<file path="src/design/fetch_pkg.sv">
////////////////////////////////////////////////////////////
// Fetch package
// Shared sizes, reset vector, trimmed RV32 opcodes and the
// pre-decoded instruction buffer entry
////////////////////////////////////////////////////////////
package fetch_pkg;

    ////////////////////////////////////////////////////////////
    // Sizes

    localparam logic [31:0] RESET_VEC = 32'h0000_0080;

    // Also bounds requests in flight plus buffered entries
    localparam int FETCH_BUFFER_DEPTH = 4;
    localparam int BUFFER_PTR_W = $clog2(FETCH_BUFFER_DEPTH);
    localparam int BUFFER_CNT_W = $clog2(FETCH_BUFFER_DEPTH + 1);

    // Word index is pc[9:2]
    localparam int SCRATCH_WORDS = 256;
    localparam int SCRATCH_ADDR_W = 8;

    ////////////////////////////////////////////////////////////
    // Opcodes from instruction bits 6:2

    localparam logic [4:0] LUI_T       = 5'b01101;
    localparam logic [4:0] AUIPC_T     = 5'b00101;
    localparam logic [4:0] JAL_T       = 5'b11011;
    localparam logic [4:0] JALR_T      = 5'b11001;
    localparam logic [4:0] BRANCH_T    = 5'b11000;
    localparam logic [4:0] LOAD_T      = 5'b00000;
    localparam logic [4:0] STORE_T     = 5'b01000;
    localparam logic [4:0] ARITH_IMM_T = 5'b00100;
    localparam logic [4:0] ARITH_T     = 5'b01100;
    localparam logic [4:0] FENCE_T     = 5'b00011;
    localparam logic [4:0] AMO_T       = 5'b01011;
    localparam logic [4:0] SYSTEM_T    = 5'b11100;

    ////////////////////////////////////////////////////////////
    // Buffer entry of 70 bits

    typedef struct packed {
        logic [31:0] pc;
        logic [31:0] instruction;
        logic        uses_rs1;
        logic        uses_rs2;
        logic        uses_rd;
        logic        rd_zero;
        logic        is_call;
        logic        is_return;
    } fetch_entry_t;

endpackage
</file>
<file path="src/design/inst_buffer_if.sv">
////////////////////////////////////////////////////////////
// Instruction buffer interface
// Push and flush from fetch, head entry and pop to consumer
////////////////////////////////////////////////////////////
interface inst_buffer_if;
    import fetch_pkg::*;

    logic         push;
    logic         flush;
    fetch_entry_t data_in;

    logic         valid;
    fetch_entry_t data_out;
    logic         pop;

    // Fetch watches pop to release in-flight slots
    modport fetch (output push, flush, data_in, input pop);

    modport buffer (
        input  push, flush, data_in, pop,
        output valid, data_out
    );

    modport consumer (input valid, data_out, output pop);

endinterface

</file>
<file path="src/design/fetch_sub_if.sv">
////////////////////////////////////////////////////////////
// Fetch sub-unit interface
// Word request from the fetch unit, one-cycle data return
////////////////////////////////////////////////////////////
interface fetch_sub_if;

    // Request side
    logic        new_request;
    logic [31:0] stage1_addr;

    // Return side
    logic        ready;
    logic        data_valid;
    logic [31:0] data_out;

    modport fetch (
        output new_request, stage1_addr,
        input  ready, data_valid, data_out
    );

    modport unit (
        input  new_request, stage1_addr,
        output ready, data_valid, data_out
    );

endinterface

</file>
<file path="src/design/fetch_unit.sv">
////////////////////////////////////////////////////////////
// Fetch unit
// Owns the PC, issues one word request per cycle while the
// buffer has room, pre-decodes returned words and pushes
// them into the instruction buffer. Redirect flushes the
// stage and restarts at the new PC
////////////////////////////////////////////////////////////
module fetch_unit (
    input  logic         clk,
    input  logic         rst,
    input  logic         redirect,
    input  logic [31:0]  redirect_pc,
    fetch_sub_if.fetch   sub,
    inst_buffer_if.fetch ib,
    output logic [31:0]  fetch_pc
);
    import fetch_pkg::*;

    logic [31:0] pc;
    logic [31:0] next_pc;
    logic        update_pc;

    logic        mem_ready;
    logic        space_in_buffer;
    logic [BUFFER_CNT_W-1:0] in_flight;

    logic [31:0]  stage2_pc;
    fetch_entry_t entry;

    logic uses_rs1;
    logic uses_rs2;
    logic uses_rd;
    logic rd_zero;
    logic is_call;
    logic is_return;

    ////////////////////////////////////////////////////////////
    // PC

    assign mem_ready = sub.ready && space_in_buffer && !redirect && !rst;
    assign update_pc = mem_ready || redirect;

    always_comb begin
        if (redirect) begin
            next_pc = {redirect_pc[31:2], 2'b00};
        end else begin
            next_pc = pc + 32'd4;
        end
    end

    always_ff @(posedge clk) begin
        if (rst) begin
            pc <= RESET_VEC;
        end else if (update_pc) begin
            pc <= next_pc;
        end
    end

    assign fetch_pc = pc;

    ////////////////////////////////////////////////////////////
    // Request issue

    assign sub.new_request = mem_ready;
    assign sub.stage1_addr = pc;

    // PC of the word coming back next cycle
    always_ff @(posedge clk) begin
        if (mem_ready) begin
            stage2_pc <= pc;
        end
    end

    // Issued requests plus buffered entries
    always_ff @(posedge clk) begin
        if (rst || redirect) begin
            in_flight       <= '0;
            space_in_buffer <= 1'b1;
        end else if (mem_ready && !ib.pop) begin
            in_flight       <= in_flight + 1'b1;
            space_in_buffer <= in_flight < BUFFER_CNT_W'(FETCH_BUFFER_DEPTH - 1);
        end else if (!mem_ready && ib.pop) begin
            in_flight       <= in_flight - 1'b1;
            space_in_buffer <= 1'b1;
        end
    end

    ////////////////////////////////////////////////////////////
    // Entry assembly

    early_decode u_early_decode (
        .instruction (sub.data_out),
        .uses_rs1    (uses_rs1),
        .uses_rs2    (uses_rs2),
        .uses_rd     (uses_rd),
        .rd_zero     (rd_zero),
        .is_call     (is_call),
        .is_return   (is_return)
    );

    always_comb begin
        entry.pc          = stage2_pc;
        entry.instruction = sub.data_out;
        entry.uses_rs1    = uses_rs1;
        entry.uses_rs2    = uses_rs2;
        entry.uses_rd     = uses_rd;
        entry.rd_zero     = rd_zero;
        entry.is_call     = is_call;
        entry.is_return   = is_return;
    end

    // Word returning in a redirect cycle is dropped
    assign ib.push    = sub.data_valid && !redirect;
    assign ib.flush   = redirect;
    assign ib.data_in = entry;

    a_in_flight_bound : assert property (
        @(posedge clk) disable iff (rst)
        in_flight <= BUFFER_CNT_W'(FETCH_BUFFER_DEPTH)
    );

    // A push always answers a request accepted one cycle earlier
    a_push_after_accept : assert property (
        @(posedge clk) disable iff (rst)
        ib.push |-> $past(sub.new_request && sub.ready)
    );

endmodule

</file>
<file path="src/design/early_decode.sv">
////////////////////////////////////////////////////////////
// Early decode
// Register-use, rd-zero and call/return hints for one RV32
// instruction word, purely combinational
////////////////////////////////////////////////////////////
module early_decode (
    input  logic [31:0] instruction,
    output logic        uses_rs1,
    output logic        uses_rs2,
    output logic        uses_rd,
    output logic        rd_zero,
    output logic        is_call,
    output logic        is_return
);
    import fetch_pkg::*;

    logic [4:0] opcode_trimmed;
    logic [2:0] fn3;
    logic [4:0] rs1_addr;
    logic [4:0] rd_addr;

    logic csr_imm_op;
    logic sys_op;
    logic is_jump;
    logic jump_to_x0;
    logic rs1_link;
    logic rd_link;

    assign opcode_trimmed = instruction[6:2];
    assign fn3            = instruction[14:12];
    assign rs1_addr       = instruction[19:15];
    assign rd_addr        = instruction[11:7];

    // CSR immediate forms and ecall/ebreak/xret
    assign csr_imm_op = (opcode_trimmed == SYSTEM_T) && fn3[2];
    assign sys_op     = (opcode_trimmed == SYSTEM_T) && (fn3 == 3'b000);

    assign is_jump    = (opcode_trimmed == JAL_T) || (opcode_trimmed == JALR_T);
    assign jump_to_x0 = is_jump && (rd_addr == 5'd0);

    // Link registers x1 and x5
    assign rs1_link = (rs1_addr == 5'd1) || (rs1_addr == 5'd5);
    assign rd_link  = (rd_addr == 5'd1) || (rd_addr == 5'd5);

    ////////////////////////////////////////////////////////////
    // Hints

    assign uses_rs1 = !((opcode_trimmed inside {LUI_T, AUIPC_T, JAL_T, FENCE_T})
                        || csr_imm_op || sys_op);

    assign uses_rs2 = opcode_trimmed inside {BRANCH_T, STORE_T, ARITH_T, AMO_T};

    assign uses_rd = !((opcode_trimmed inside {BRANCH_T, STORE_T, FENCE_T})
                       || sys_op || jump_to_x0);

    assign rd_zero = (rd_addr == 5'd0);

    assign is_call = is_jump && rd_link;

    // Pop unless rd links back to the same register (coroutine swap)
    assign is_return = (opcode_trimmed == JALR_T) && rs1_link
                       && (!rd_link || (rd_addr != rs1_addr));

endmodule

</file>
<file path="src/flat_wrapper.sv">
// flat-port wrapper written by rule: the top's interface ports become plain ports
module fetch_unit_flat import fetch_pkg::*;
  (clk, rst, redirect, redirect_pc, fetch_pc, sub_new_request, sub_stage1_addr, sub_ready, sub_data_valid, sub_data_out, ib_push, ib_flush, ib_data_in, ib_pop);
  fetch_sub_if sub_i ();
  inst_buffer_if ib_i ();
  input  logic clk;
  input  logic rst;
  input  logic redirect;
  input  logic [31:0] redirect_pc;
  output logic [31:0] fetch_pc;
  output wire logic [$bits(sub_i.new_request)-1:0] sub_new_request;
  output wire logic [$bits(sub_i.stage1_addr)-1:0] sub_stage1_addr;
  input wire logic [$bits(sub_i.ready)-1:0] sub_ready;
  input wire logic [$bits(sub_i.data_valid)-1:0] sub_data_valid;
  input wire logic [$bits(sub_i.data_out)-1:0] sub_data_out;
  output wire logic [$bits(ib_i.push)-1:0] ib_push;
  output wire logic [$bits(ib_i.flush)-1:0] ib_flush;
  output wire logic [$bits(ib_i.data_in)-1:0] ib_data_in;
  input wire logic [$bits(ib_i.pop)-1:0] ib_pop;
  assign sub_new_request = sub_i.new_request;
  assign sub_stage1_addr = sub_i.stage1_addr;
  assign sub_i.ready = sub_ready;
  assign sub_i.data_valid = sub_data_valid;
  assign sub_i.data_out = sub_data_out;
  assign ib_push = ib_i.push;
  assign ib_flush = ib_i.flush;
  assign ib_data_in = ib_i.data_in;
  assign ib_i.pop = ib_pop;
  fetch_unit u_core (.clk(clk), .rst(rst), .redirect(redirect), .redirect_pc(redirect_pc), .sub(sub_i), .ib(ib_i), .fetch_pc(fetch_pc));
endmodule
</file>
<file path="config.mk">
export PLATFORM = sky130hd
export DESIGN_NAME = fetch_unit_flat
export DESIGN_NICKNAME = d
export VERILOG_FILES = /design/src/design/fetch_pkg.sv /design/src/design/inst_buffer_if.sv /design/src/design/fetch_sub_if.sv /design/src/design/fetch_unit.sv /design/src/design/early_decode.sv /design/src/flat_wrapper.sv
export SDC_FILE = /design/constraint.sdc
export NUM_CORES = 1
export LEC_CHECK = 0
export ABC_AREA = 1
export BUFFER_PORTS_ARGS = -buffer_cell sky130_fd_sc_hd__buf_2
export CAP_MARGIN = 20
export CORE_MARGIN = 1.5
export CORE_UTILIZATION = 30
export DETAILED_ROUTE_END_ITERATION = 10
export HOLD_SLACK_MARGIN = 0.1
export PLACE_DENSITY = 0.59
export SLEW_MARGIN = 20
export SYNTH_ARGS = -nofsm -noshare
export SYNTH_HDL_FRONTEND = slang
export SYNTH_SLANG_ARGS = --single-unit
</file>
<file path="constraint.sdc">
create_clock -name clk -period 2.5 [get_ports clk]
set_clock_uncertainty 0.2 [all_clocks]
set_input_delay 0.25 -clock clk [delete_from_list [all_inputs] [get_ports clk]]
set_output_delay 0.25 -clock clk [all_outputs]
set_load 0.005 [all_outputs]
</file>
==> out/metrics.cfg <==
[clock_network]
clkSinkCount=64
clock_path_buffers=2
cts_inserted_buffers=9
cts_tree=yes
root_buffer=clkbuf_16
cts_max_level=3
insertion_delay_ns=0.33
clkTransAtPathRegs_ns=0.06

[floorplan]
core_area_sq_um=13800
die-height_um=121
fp.dieW_um=121
num_rows=43
ios=207
start_util=0.305
dieArea_sq_um=14700

[placed_design]
place_hpwl_mm=7.73
gp_congestion=0.756
port-buffer-count=170
pre_cts_ws_ns=0.280

[finish]
final_nets=754
layout-drive-gt1-share=0.353
seq_area_sq_um=1580
multi_input_comb_area_sq_um=1730
fillCellCount=1474
syn_to_final_growth_pct=25.8
num_antenna_cells=0

[global_route]
grt_max_degree=36
grt_pass1_vias=3371
grt_antenna_before_repair=0
grt_pass1_wl_mm=16.3
overflow=0
gr-usage-all-layers=0.142

[timing]
worst_hold_slack_ns=0.139
fin_crit_ns=2.25
slew_violations=0
rsz0062_at_grt=false
finalWorstSetupSlack_ns=0.252
setup_viol=0
period_share=0.899
timing_hold_violations_final=0
setup_tns_ns=0
fmax_mhz=445

[critical_path]
critPathRequiredTime_ns=2.05
crit_path_end_kind=output port
start_kind=input pin
path_class=input pin to output port
rr_startpoint=u_core.space_in_buffer
r2r_setup_slack_ns=0.59
crit_path_max_fanout=30
arrival_ns=1.80
timing.rr.end=u_core.in_flight[2]
r2r_cells=11

[synth]
yosysTopAreaCell=edfxtp_1
synth_seq_cells=64
yosysWarnings=0
yosysTopAreaCellShare=0.214
synth-edff-count=30
syn_inst=542
synth.most_common_cell=nand2_1
syn_area_per_cell_sq_um=7.76
netlist_area_sq_um=4200
yosys-top-cells-area=edfxtp_1 21%, dfxtp_1 16%, buf_4 14%, nand2_1 10%, inv_1 5.5%
yosys_most_used_dff=dfxtp_1
synthDistinctLibCells=39
ys_seq_area_frac=0.376
synth_commonest_cells=113 x nand2_1, 77 x buf_4, 62 x inv_1, 41 x nor2_1
postSynth.asyncResetShare=0

[routing]
drt-pass1-iter-count=4
ant_nets=0
num_vias=3826
routedWlPerCell_um=12.2
drt-initial-drc-count=155
wl_mm=10.6
drc=0
via_per_inst=4.42

[run_status]
status=finished clean

[power]
power.density_nw_per_um2=516
peakVddDrop_mv=0.332
cellLeakagePower_nw=2.44

[min_path]
hold_path_startpoint=sub_ready
min_delay_path_depth=3
hold_class=input pin to flop
hold_path_end=u_core.stage2_pc[3]

[flow_run]
drv_cap=0

## per-stage QoR
| step | power, W | cells | instance area, sq um | utilization |
|---|---|---|---|---|
| 6_report | 0.00273 | 865 | 5290 | 0.384 |
| 5_1_grt | 0.00286 | 865 | 5290 | 0.384 |
| 4_1_cts | 0.00277 | 864 | 5280 | 0.383 |
| 3_5_place_dp | 0.00159 | 816 | 4690 | 0.341 |
| 3_3_place_gp | 0.00159 | 816 | 4690 | 0.341 |
| 2_1_floorplan | 0.00149 | 547 | 4220 | - |
## where the power goes
part           total, W  switching (W)  leakage [nW]  internal, W
logic          0.000390       0.000202          1.75     0.000189
clock network   0.00112       0.000463         0.128     0.000659
registers       0.00122      0.0000650         0.561      0.00115
total           0.00273       0.000730          2.44      0.00200
## metal layers
layer	vias to the layer above	wire length [um]	GRT usage
met5	-	0	0
met4	0	187	0.0485
met3	22	658	0.0320
met2	141	5140	0.251
met1	1724	4600	0.168
li1	1939	-	-
## layout by cell type, fill, tap and decap left out, types with 7 or more instances in the layout
cell type      netlist  final
o21ai_1             21     21
nand2_1            113    113
a21oi_2             10     10
o21ai_0             16     16
inv_2                7      7
nor2_2               7      7
nor2_1              41     41
dlygate4sd3_1        0     32
nand2_2              7      7
a21oi_1             21     21
edfxtp_1            30     30
buf_2                0    170
nand3_1             34     34
inv_1               62     62
clkbuf_16            0      9
dfxtp_1             34     34
## flip-flops by register name, indices dropped and copies added, names as in the netlist
register and flops:
u_core.space_in_buffer 1, u_core.stage2_pc 30, u_core.in_flight 3, u_core.fetch_pc 30
## cells by family after synthesis
family | after synthesis | synth area share
AO/OA/AOI/OAI | 78 | 0.106
XOR/XNOR | 6 | 0.0125
other | 1 | 0.000892
buffers and inverters | 156 | 0.217
adder cells (fa/ha/maj) | 4 | 0.0119
AND/OR/NAND/NOR | 233 | 0.276
flip-flops | 64 | 0.376
## critical path: stages
cell	delay, ns
dlygate4sd3_1	0.53
buf_2	0.15
nor2_4	0.11
nand3_4	0.11
inv_8	0.10
buf_4	0.34
buf_2	0.19
## cell type report
cell class,count,area share
inverters,70,0.0511
repair buffers,208,0.230
clock inverters,7,0.00734
flip-flops and latches,64,0.299
clock buffers,9,0.0426
well taps,180,0.0426
multi-input cells,327,0.327
## how the worst max path moves through the flow
stage,from,end,depth (start not counted)
after floorplan,redirect,u_core.in_flight[2],14
after global placement,redirect,u_core.in_flight[2],13
after detailed placement,redirect,u_core.in_flight[2],13
after CTS,rst,sub_new_request,7
after global routing,rst,u_core.in_flight[2],14
final,rst,sub_new_request,7
## timing repair
| action | CTS | global route |
|---|---|---|
| hold endpoints to repair | 34 | 0 |
| setup endpoints to repair | 0 | 1 |
| setup buffers | 0 | 1 |
| gates resized for setup | 0 | 1 |
| hold buffers | 32 | 0 |
(Power assumes the default switching activity.)
