==> src/design/fetch_pkg.sv <==
////////////////////////////////////////////////////////////
// Fetch package
// Shared sizes, reset vector, trimmed RV32 opcodes and the
// pre-decoded instruction buffer entry
////////////////////////////////////////////////////////////
package fetch_pkg;

    ////////////////////////////////////////////////////////////
    // Sizes

    localparam logic [31:0] RESET_VEC = 32'h0000_0080;

    // Also bounds requests in flight plus buffered entries
    localparam int FETCH_BUFFER_DEPTH = 4;
    localparam int BUFFER_PTR_W = $clog2(FETCH_BUFFER_DEPTH);
    localparam int BUFFER_CNT_W = $clog2(FETCH_BUFFER_DEPTH + 1);

    // Word index is pc[9:2]
    localparam int SCRATCH_WORDS = 256;
    localparam int SCRATCH_ADDR_W = 8;

    ////////////////////////////////////////////////////////////
    // Opcodes from instruction bits 6:2

    localparam logic [4:0] LUI_T       = 5'b01101;
    localparam logic [4:0] AUIPC_T     = 5'b00101;
    localparam logic [4:0] JAL_T       = 5'b11011;
    localparam logic [4:0] JALR_T      = 5'b11001;
    localparam logic [4:0] BRANCH_T    = 5'b11000;
    localparam logic [4:0] LOAD_T      = 5'b00000;
    localparam logic [4:0] STORE_T     = 5'b01000;
    localparam logic [4:0] ARITH_IMM_T = 5'b00100;
    localparam logic [4:0] ARITH_T     = 5'b01100;
    localparam logic [4:0] FENCE_T     = 5'b00011;
    localparam logic [4:0] AMO_T       = 5'b01011;
    localparam logic [4:0] SYSTEM_T    = 5'b11100;

    ////////////////////////////////////////////////////////////
    // Buffer entry of 70 bits

    typedef struct packed {
        logic [31:0] pc;
        logic [31:0] instruction;
        logic        uses_rs1;
        logic        uses_rs2;
        logic        uses_rd;
        logic        rd_zero;
        logic        is_call;
        logic        is_return;
    } fetch_entry_t;

endpackage
==> src/design/inst_buffer_if.sv <==
////////////////////////////////////////////////////////////
// Instruction buffer interface
// Push and flush from fetch, head entry and pop to consumer
////////////////////////////////////////////////////////////
interface inst_buffer_if;
    import fetch_pkg::*;

    logic         push;
    logic         flush;
    fetch_entry_t data_in;

    logic         valid;
    fetch_entry_t data_out;
    logic         pop;

    // Fetch watches pop to release in-flight slots
    modport fetch (output push, flush, data_in, input pop);

    modport buffer (
        input  push, flush, data_in, pop,
        output valid, data_out
    );

    modport consumer (input valid, data_out, output pop);

endinterface

==> src/design/inst_buffer.sv <==
////////////////////////////////////////////////////////////
// Instruction buffer
// Circular FIFO of pre-decoded fetch entries. Head entry is
// shown on data_out; flush empties it in one cycle
////////////////////////////////////////////////////////////
module inst_buffer (
    input  logic          clk,
    input  logic          rst,
    inst_buffer_if.buffer ib
);
    import fetch_pkg::*;

    fetch_entry_t entries [FETCH_BUFFER_DEPTH];

    logic [BUFFER_PTR_W-1:0] wr_ptr;
    logic [BUFFER_PTR_W-1:0] rd_ptr;
    logic [BUFFER_CNT_W-1:0] count;

    logic do_push;
    logic do_pop;
    logic full;

    // Flush cycle drops any push
    assign do_push = ib.push && !ib.flush;
    assign do_pop  = ib.pop && !ib.flush;

    assign full     = (count == BUFFER_CNT_W'(FETCH_BUFFER_DEPTH));
    assign ib.valid = (count != '0);

    ////////////////////////////////////////////////////////////
    // Storage

    always_ff @(posedge clk) begin
        if (do_push) begin
            entries[wr_ptr] <= ib.data_in;
        end
    end

    assign ib.data_out = entries[rd_ptr];

    ////////////////////////////////////////////////////////////
    // Pointers and count

    always_ff @(posedge clk) begin
        if (rst || ib.flush) begin
            wr_ptr <= '0;
            rd_ptr <= '0;
            count  <= '0;
        end else begin
            if (do_push) begin
                if (wr_ptr == BUFFER_PTR_W'(FETCH_BUFFER_DEPTH - 1)) begin
                    wr_ptr <= '0;
                end else begin
                    wr_ptr <= wr_ptr + 1'b1;
                end
            end
            if (do_pop) begin
                if (rd_ptr == BUFFER_PTR_W'(FETCH_BUFFER_DEPTH - 1)) begin
                    rd_ptr <= '0;
                end else begin
                    rd_ptr <= rd_ptr + 1'b1;
                end
            end
            if (do_push && !do_pop) begin
                count <= count + 1'b1;
            end else if (!do_push && do_pop) begin
                count <= count - 1'b1;
            end
        end
    end

    // Fetch-side slot accounting must keep these from happening
    a_no_push_full : assert property (
        @(posedge clk) disable iff (rst)
        (ib.push && !ib.flush) |-> !full
    );

    a_no_pop_empty : assert property (
        @(posedge clk) disable iff (rst)
        ib.pop |-> ib.valid
    );

endmodule

==> src/flat_wrapper.sv <==
// flat-port wrapper written by rule: the top's interface ports become plain ports
module inst_buffer_flat import fetch_pkg::*;
  (clk, rst, ib_push, ib_flush, ib_data_in, ib_pop, ib_valid, ib_data_out);
  inst_buffer_if ib_i ();
  input  logic clk;
  input  logic rst;
  input wire logic [$bits(ib_i.push)-1:0] ib_push;
  input wire logic [$bits(ib_i.flush)-1:0] ib_flush;
  input wire logic [$bits(ib_i.data_in)-1:0] ib_data_in;
  input wire logic [$bits(ib_i.pop)-1:0] ib_pop;
  output wire logic [$bits(ib_i.valid)-1:0] ib_valid;
  output wire logic [$bits(ib_i.data_out)-1:0] ib_data_out;
  assign ib_i.push = ib_push;
  assign ib_i.flush = ib_flush;
  assign ib_i.data_in = ib_data_in;
  assign ib_i.pop = ib_pop;
  assign ib_valid = ib_i.valid;
  assign ib_data_out = ib_i.data_out;
  inst_buffer u_core (.clk(clk), .rst(rst), .ib(ib_i));
endmodule
==> config.mk <==
export PLATFORM = sky130hd
export DESIGN_NAME = inst_buffer_flat
export DESIGN_NICKNAME = d
export VERILOG_FILES = /design/src/design/fetch_pkg.sv /design/src/design/inst_buffer_if.sv /design/src/design/inst_buffer.sv /design/src/flat_wrapper.sv
export SDC_FILE = /design/constraint.sdc
export NUM_CORES = 1
export LEC_CHECK = 0
export BUFFER_PORTS_ARGS = -buffer_cell sky130_fd_sc_hd__buf_2
export CAP_MARGIN = 20
export CORE_MARGIN = 3
export CORE_UTILIZATION = 25
export DETAILED_ROUTE_END_ITERATION = 6
export PLACE_DENSITY = 0.44
export SLEW_MARGIN = 40
export SYNTH_ARGS = -nofsm -noshare
export SYNTH_HDL_FRONTEND = slang
export SYNTH_SLANG_ARGS = --single-unit
==> constraint.sdc <==
create_clock -name clk -period 3.06 [get_ports clk]
set_input_delay 0.306 -clock clk [delete_from_list [all_inputs] [get_ports clk]]
set_output_delay 0.306 -clock clk [all_outputs]
set_load 0.02 [all_outputs]
==> results.md, run 1 <==
* Seq/Total Area, Yosys at 80.8%
* Hold depth at 3
* Synthesis warning total at 0
* Syn avg cell area at 25.7 um^2
* WP data required at 2750 ps
* Starting Density at 25.7%
* CTS root buf: clkbuf_16
* Routability cong. at 0.659
* Buf+Inv Stages, Crit Path at 2
* Die Wd at 212 um
* Fmax achieved at 0.396 GHz
* Die height at 212 um
* Final Setup Violations at 0
* Status: finished clean
* Post-route ant nets at 0
* Clock transition at the registers of the reported paths at 50 ps
* Number of global-route vias before repair at 5,751
* Worst slew pin tran at 558 ps
* Nets@finish at 741
* Final Instance Area at 13,800 um^2
* Final wirelength at 22.4 mm
* Critical path fanouts, max at 29
* Setup CP Type: reg2out
* Initial antenna violation count at 1
* Worst path top cell family by delay: flip-flops
* Hpwl dp at 13.2 mm
* DRC viols at 0
* Site Rows at 74
* CP endpoint kind: primary output
* Crit Reg-Reg Startpoint: u_core.wr_ptr[0]
* Power Density at 639 nW/um^2
* Slack of the worst reg-to-reg path at 1360 ps
* Peak supply drop at 0.401 mV
* Slew HR at 62.8%
* Final Hold Fails at 0
* Wire per inst at 18.4 um
* Library cells used by synthesis at 22
* Critical path's largest stage delay at 590 ps
* Cts hold-fix bufs at 70
* Worst hold endpoint: u_core.wr_ptr[0]
* Skew-Pair Late Insertion Delay at 510 ps
* Postcts setup bufs at 0
* Synthesized cell area at 10,600 um^2
* Syn Nets at 495
* Hold path start: ib_push
* R2R cell count at 3
* Fin. max-slew vios at 0
* CTS tree: yes
* Final Critical Period at 2530 ps
* Worst hold path type: in2reg
* Depth of the CTS H-tree at 2
* Final Cycle Share at 82.5%
* Total clock buffers created by CTS at 35
* Clock skew at 7.02 ps
* Core area at 41,400 um^2
* Leakage power total at 0.00461 uW
* Unrepaired setup endpoints after global routing: no
* Initial DRC Count at 251
* CP max-delay cell: dfxtp_4
* Arr. time, crit path at 2220 ps
* First-pass GRT wire length at 34.1 mm
* Die footprint at 45,000 um^2
* CTS-repair resized insts at 0
* GRT overflow at 0
* # clock sinks at 289
* CTS max path bufs at 3
* Vias/cell at 4.17
* Largest net degree at the start of global routing at 71
* Syn Inst Count at 413
* Placed Area at 12,000 um^2
* DR vias at 5,085
* CP Launch Type: flop
* Drt pass-1 iters at 4
* Gr usage total at 10.1%
* Area grow syn2layout at 30.0%
* Final TNS setup at 0 ps
* # IOs at 146
* Layout cell share with drive strength beyond 1 at 41.2%
* RR Endpoint: u_core.entries[3][50]
* PortBufs at 145
* Synth Register Bits at 289
* Max-Cap Viols at 0
* Crit path cell chain: buf_12 > mux4_2 > buf_2
==> synth_stat cells (all sizes together) <==
cell type	number	share of area, %
nor2b	1	0.059
inv	4	0.14
fa	1	0.19
o21ai	1	0.047
dfxtp	9	1.7
edfxtp	280	79
clkbuf	1	0.035
ha	6	0.71
nor3b	1	0.071
or2	1	0.059
and2	4	0.24
xor2	2	0.16
or3	2	0.12
nor2	7	0.25
mux4	70	15
a21oi	2	0.094
mux2i	4	0.38
buf	16	1.8
nand2b	1	0.059
==> worst register-to-register path: stages (launching register included) <==
cell and delay, ps:
dfxtp_1 400, ha_1 210, and2_4 360, buf_4 390
==> how the worst max path moves through the flow <==
stage	from	to	slack, ps	cells past startpoint
2_1_floorplan	ib_push	u_core.entries[0][0]	430	2
3_3_place_gp	ib_push	u_core.count[2]	950	8
3_5_place_dp	ib_push	u_core.count[2]	880	8
4_1_cts	flop	ib_data_out[39]	450	3
5_1_grt	flop	ib_data_out[39]	380	3
6_report	flop	ib_data_out[39]	530	3
==> layer usage <==
metal  wire (um)  track usage [%]  vias to the layer above
met4         378             2.87                        0
met2       11300             17.2                      121
met3        1320             3.51                       31
li1            -                -                     2262
met1        9410             12.4                     2671
met5           0                0                        -
==> cells by family (layout without fill, tap and decap cells) <==
group	Yosys count	after routing	share of synthesized area, %
buffers and inverters	21	293	1.97
xor gates and xnor gates	2	2	0.165
AOI/OAI and AO/OA	3	3	0.141
DFF	289	289	80.8
muxes	74	74	15.2
and+or+nand+nor	17	17	0.847
adders and majority gates	7	7	0.894
other	0	2	0
==> registers in the layout, indices dropped and copies added (netlist names), named ones only <==
name / cells
u_core.count: 3
u_core.wr_ptr: 2
u_core.rd_ptr: 2
u_core.entries: 280
==> where the power goes <==
part	internal (uW)	leakage, uW	switching, uW
Clock	2370	0.000536	1510
Combinational	245	0.00145	273
Sequential	4410	0.00262	25.4
Total	7030	0.00461	1810
==> final cells by class <==
class                   count  area (um^2)
diodes                      2         5.00
clock buffers              43          948
clock inverters            20          153
fillers                  3896        27600
inverters                   4         15.0
multi-input cells         103         1840
flip-flops and latches    289         8600
well taps                 532          666
repair buffers            226         1600
==> cells in the final DEF, fill, tap and decap left out, types with 4 or more instances in the layout <==
cell | Yosys | layout
clkinv_2 | 0 | 6
mux4_2 | 70 | 70
edfxtp_1 | 280 | 280
buf_4 | 0 | 4
dfxtp_1 | 9 | 7
and2_4 | 0 | 4
ha_1 | 6 | 6
mux2i_1 | 4 | 4
clkbuf_16 | 0 | 37
inv_1 | 4 | 4
clkinv_1 | 0 | 8
nor2_1 | 7 | 7
clkbuf_1 | 1 | 6
buf_12 | 7 | 7
dlygate4sd3_1 | 0 | 70
buf_2 | 7 | 145
==> per-stage QoR <==
stage               std cells  util, %  hold WS (ps)  total power, uW  setup slack, ps
floorplan                 413        -           405             4780              426
global placement         1084     29.0           482             4960              953
finish                   1219     33.4           104             8830              534
detailed placement       1084     29.0           503             4980              879
CTS                      1217     33.4          62.9             9000              452
global route             1218     33.4          99.4             9230              380
(Power assumes the default switching activity.)
==> run 2: changes to the inputs <==
clock period = 2.48 ns   (was 3.06 ns; I/O delays follow)
==> results.md, run 2 (synthesis gave the netlist of run 1 again) <==
* Hold slack at 96.6 ps
* Fmax achieved at 0.449 GHz
* Unrepaired setup endpoints after global routing: no
* Arr. time, crit path at 1980 ps
* Crit path cell chain: buf_12 > mux4_2 > buf_2
* Die footprint at 45,000 um^2
* Depth of the CTS H-tree at 2
* Placed Area at 12,000 um^2
* Cell-internal power at 8540 uW
* DR vias at 5,076
* Initial antenna violation count at 1
* Final wirelength at 21.6 mm
* Final Critical Period at 2230 ps
* Comb pwr share at 6.0%
* Area grow syn2layout at 29.5%
* CP endpoint kind: primary output
* Slew HR at 63.7%
* Max reg flops at 280
* Pre-CTS setup slack at 359 ps
* Die height at 212 um
* Final Instance Area at 13,800 um^2
* # clock sinks at 289
* Hpwl dp at 12.0 mm
* Largest regs: u_core.entries x280, u_core.count x3
* Fin. max-slew vios at 0
* Final Cycle Share at 89.8%
* Routability cong. at 0.666
* Critical path fanouts, max at 37
* Switching Fraction at 20.5%
* CTS tree: yes
* CTS root buf: clkbuf_16
* Layout cell share with drive strength beyond 1 at 40.3%
* Critical path's largest stage delay at 580 ps
* Clock power share at 43.1%
* Post-route ant nets at 0
* CTS max path bufs at 3
* DRC viols at 0
* Clock transition at the registers of the reported paths at 50 ps
* # IOs at 146
* Most frequent cells in the layout: edfxtp_1 (280), buf_2 (145), dlygate4sd3_1 (71)
* Worst slew pin tran at 544 ps
* Gr usage total at 9.78%
* Skew-Pair Late Insertion Delay at 510 ps
* Site Rows at 74
* First-pass GRT wire length at 33.1 mm
* Cells after DPL at 1,081
* CP Launch Type: flop
* WP data required at 2230 ps
* P_sw at 2200 uW
* Die Wd at 212 um
* Sequential share of power at 50.9%
* GRT overflow at 0
* Setup CP Type: reg2out
* Clock skew at 10.7 ps
* Number of global-route vias before repair at 5,642
* CP max-delay cell: mux4_2
* Starting Density at 25.7%
* Core area at 41,400 um^2
* Vias/cell at 4.18
* Initial DRC Count at 331
* Worst setup margin at 252 ps
* Drt pass-1 iters at 4
* Final TNS setup at 0 ps
* Status: finished clean
* # diodes at 0
* Reg with most FFs: u_core.entries
* Nets@finish at 738
* Final Hold Fails at 0
* Power Density at 780 nW/um^2
* Largest net degree at the start of global routing at 71
* Final Setup Violations at 0
* Total clock buffers created by CTS at 34
* Final std cells w/o fill at 1,214
* Leakage power total at 0.00458 uW
* Wire per inst at 17.8 um
* Max-Cap Viols at 0
* Most common cell after layout, fill and taps aside: edfxtp_1
* Peak supply drop at 0.369 mV
* Worst hold path type: in2reg
* PortBufs at 145
[run 2: changes by cell type in the layout (fill, tap and decap cells not counted), moves of 2 or more]
cell      previous run  this run
clkbuf_1             6         4
diode_2              2         0
buf_4                4         1
clkinv_1             8        13
[run 2: worst paths after layout]
path,slack [ps],cells after the start,from,end
worst max-delay path,250,3,flop,ib_data_out[67]
worst min-delay path,100,3,rst,u_core.wr_ptr[0]
worst max register to register,880,4,u_core.wr_ptr[0],u_core.entries[2][48]
worst min register to register,520,2,u_core.count[2],u_core.count[2]
[run 2: power by group through the flow]
stage               sequential (uW)  clock, uW  combinational [uW]
detailed placement             5570          0                 570
floorplan                      5560          0                 335
finish                         5460       4630                 643
global route                   5470       5030                 700
global placement               5560          0                 553
CTS                            5460       4820                 665
[run 2: area by class of cell]
class	count	area, um^2
tap	532	666
timing repair buffer	224	1580
inverter	4	15.0
clock inverter	21	119
sequential	289	8600
multi-input combinational	103	1840
fill	3897	27600
clock buffer	41	941
[run 2: per-stage QoR]
stage	util, %	power [uW]
after CTS	33.3	10900
after detailed placement	29.0	6130
after global routing	33.3	11200
final	33.3	10700
after global placement	29.0	6110
after floorplan	-	5900
[run 2: routing by layer]
metal,GRT usage (%),vias to the layer above,routed length (um)
li1,-,2251,-
met1,12.0,2650,9130
met2,16.2,126,10700
met3,2.70,47,1110
met4,4.27,2,619
met5,0,-,7
[run 2: repair_timing]
action | in CTS | in global routing
setup buffers | 0 | 0
hold buffers | 71 | 0
resized for setup | 0 | 0
endpoints found under the hold margin | 281 | 0
endpoints found under the setup margin | 0 | 0
[run 2: critical path: cells and delay by family, from the launching register on]
kind,cells,cell delay (ps)
buffers and inverters,2,460
flip-flops,1,370
multiplexers,1,580
==> run 3: changes to the inputs <==
RECOVER_POWER = 50   (was default)
==> results.md, run 3 (synthesis gave the netlist of run 1 again) <==
* Core area at 41,400 um^2
* Site Rows at 74
* Peak supply drop at 0.370 mV
* Critical path's largest stage delay at 580 ps
* Hold path start: rst
* Vias/cell at 4.17
* DR vias at 5,068
* Routability cong. at 0.666
* PortBufs at 145
* Number of global-route vias before repair at 5,642
* Max-Cap Viols at 0
* Final Util at 33.0%
* Fin. max-slew vios at 0
* Most common cell after layout, fill and taps aside: edfxtp_1
* Max reg flops at 280
* Post-route ant nets at 0
* Crit path cell chain: buf_12 > mux4_2 > buf_2
* Slack of the worst reg-to-reg path at 480 ps
* Postcts setup bufs at 0
* Gr usage total at 9.78%
* R2R cell count at 4
* CP endpoint kind: primary output
* Hold depth at 3
* Initial antenna violation count at 1
* Status: finished clean
* Placed Area at 12,000 um^2
* Final Setup Violations at 0
* Worst path top cell family by delay: multiplexers
* Fill count at 3,935
* Area grow syn2layout at 28.5%
* Die height at 212 um
* RR Endpoint: u_core.entries[2][15]
* Setup CP Type: reg2out
* # diodes at 0
* Wire per inst at 17.8 um
* Final TNS setup at 0 ps
* Fmax achieved at 0.449 GHz
* First-pass GRT wire length at 33.1 mm
* Reg with most FFs: u_core.entries
* Leakage power total at 0.00437 uW
* WP data required at 2230 ps
* Unrepaired setup endpoints after global routing: no
* Final Hold Fails at 0
* Clock skew at 10.8 ps
* Depth of the CTS H-tree at 2
* DRC viols at 0
* Final wirelength at 21.6 mm
* CTS max path bufs at 3
* Layout cell share with drive strength beyond 1 at 29.8%
* Slew HR at 27.3%
* Final Instance Area at 13,700 um^2
* Crit Reg-Reg Startpoint: u_core.wr_ptr[0]
* Final Critical Period at 2230 ps
* Arr. time, crit path at 1980 ps
* Most frequent cells in the layout: edfxtp_1 (280), clkbuf_1 (75), buf_2 (75)
* Skew-Pair Late Insertion Delay at 510 ps
* Final Cycle Share at 89.9%
* CTS tree: yes
* Nets@finish at 738
* Initial DRC Count at 364
* Clock transition at the registers of the reported paths at 60 ps
* Die footprint at 45,000 um^2
* Largest regs: u_core.entries x280, u_core.count x3
* Worst hold endpoint: u_core.wr_ptr[0]
* Worst slew pin tran at 1090 ps
* Critical path fanouts, max at 37
* Drt pass-1 iters at 4
* Buf+Inv Stages, Crit Path at 2
* Total clock buffers created by CTS at 34
* CP max-delay cell: mux4_2
* GRT overflow at 0
* Worst hold path type: in2reg
* CP Launch Type: flop
* Die Wd at 212 um
* CTS-repair resized insts at 0
* CTS root buf: clkbuf_16
* # clock sinks at 289
* FF/Latch Area at 8600 um^2
* # IOs at 146
* Largest net degree at the start of global routing at 71
* Power Density at 785 nW/um^2
* Starting Density at 25.7%
* Hpwl dp at 12.0 mm
* Footprint of the multi-input gates at 1840 um^2
[run 3: cell count changes in the layout (fill, tap and decap cells not counted), sizes merged]
cell | before | now
buf | 153 | 82
clkbuf | 41 | 112
[run 3: through the flow]
stage	total power, uW	hold slack (ps)	std cells	setup WS (ps)
3_3_place_gp	6110	457	1081	442
3_5_place_dp	6130	466	1081	359
4_1_cts	10900	51.2	1214	176
5_1_grt	11200	84.9	1214	74.1
2_1_floorplan	5900	347	413	621
6_report	10700	95.6	1214	251
[run 3: worst reg2reg max path, delay by kind of cell, from the launching register on]
kind	cells	cell delay, ps
fa+ha+maj	1	140
buf+inv	2	910
flops	1	350
simple gates	1	140
[run 3: repair_timing]
action / in CTS / in global routing
hold endpoints to repair: 281 / 0
setup endpoints to repair: 0 / 0
hold buffers: 71 / 0
[run 3: cell type report]
class	count	area share, %
flip-flops and latches	289	62.9
clock inverters	21	0.870
multi-input cells	103	13.5
repair buffers	224	10.8
clock buffers	41	6.89
inverters	4	0.110
well taps	532	4.87
[run 3: worst max-delay path by stage]
stage	from	end	slack [ps]	cells past startpoint
floorplan	u_core.wr_ptr[0]	u_core.entries[3][0]	620	2
global placement	ib_push	u_core.count[2]	440	8
detailed placement	ib_push	u_core.count[2]	360	8
CTS	flop	ib_data_out[67]	180	3
global route	ib_push	u_core.entries[2][5]	70	5
finish	flop	ib_data_out[67]	250	3
[run 3: routing by layer]
| layer | vias to the layer above | GRT usage, % | routed length (um) |
|---|---|---|---|
| met5 | - | 0 | 13 |
| met4 | 2 | 4.27 | 621 |
| met3 | 47 | 2.70 | 1080 |
| met2 | 116 | 16.2 | 10800 |
| met1 | 2651 | 12.0 | 9120 |
| li1 | 2252 | - | - |
[run 3: power breakdown]
| group | internal [uW] | switching (uW) | total, uW | leakage (uW) |
|---|---|---|---|---|
| combinational | 284 | 344 | 628 | 0.00124 |
| sequential | 5440 | 20.6 | 5460 | 0.00262 |
| clock | 2790 | 1840 | 4630 | 0.000515 |
| total | 8520 | 2200 | 10700 | 0.00437 |
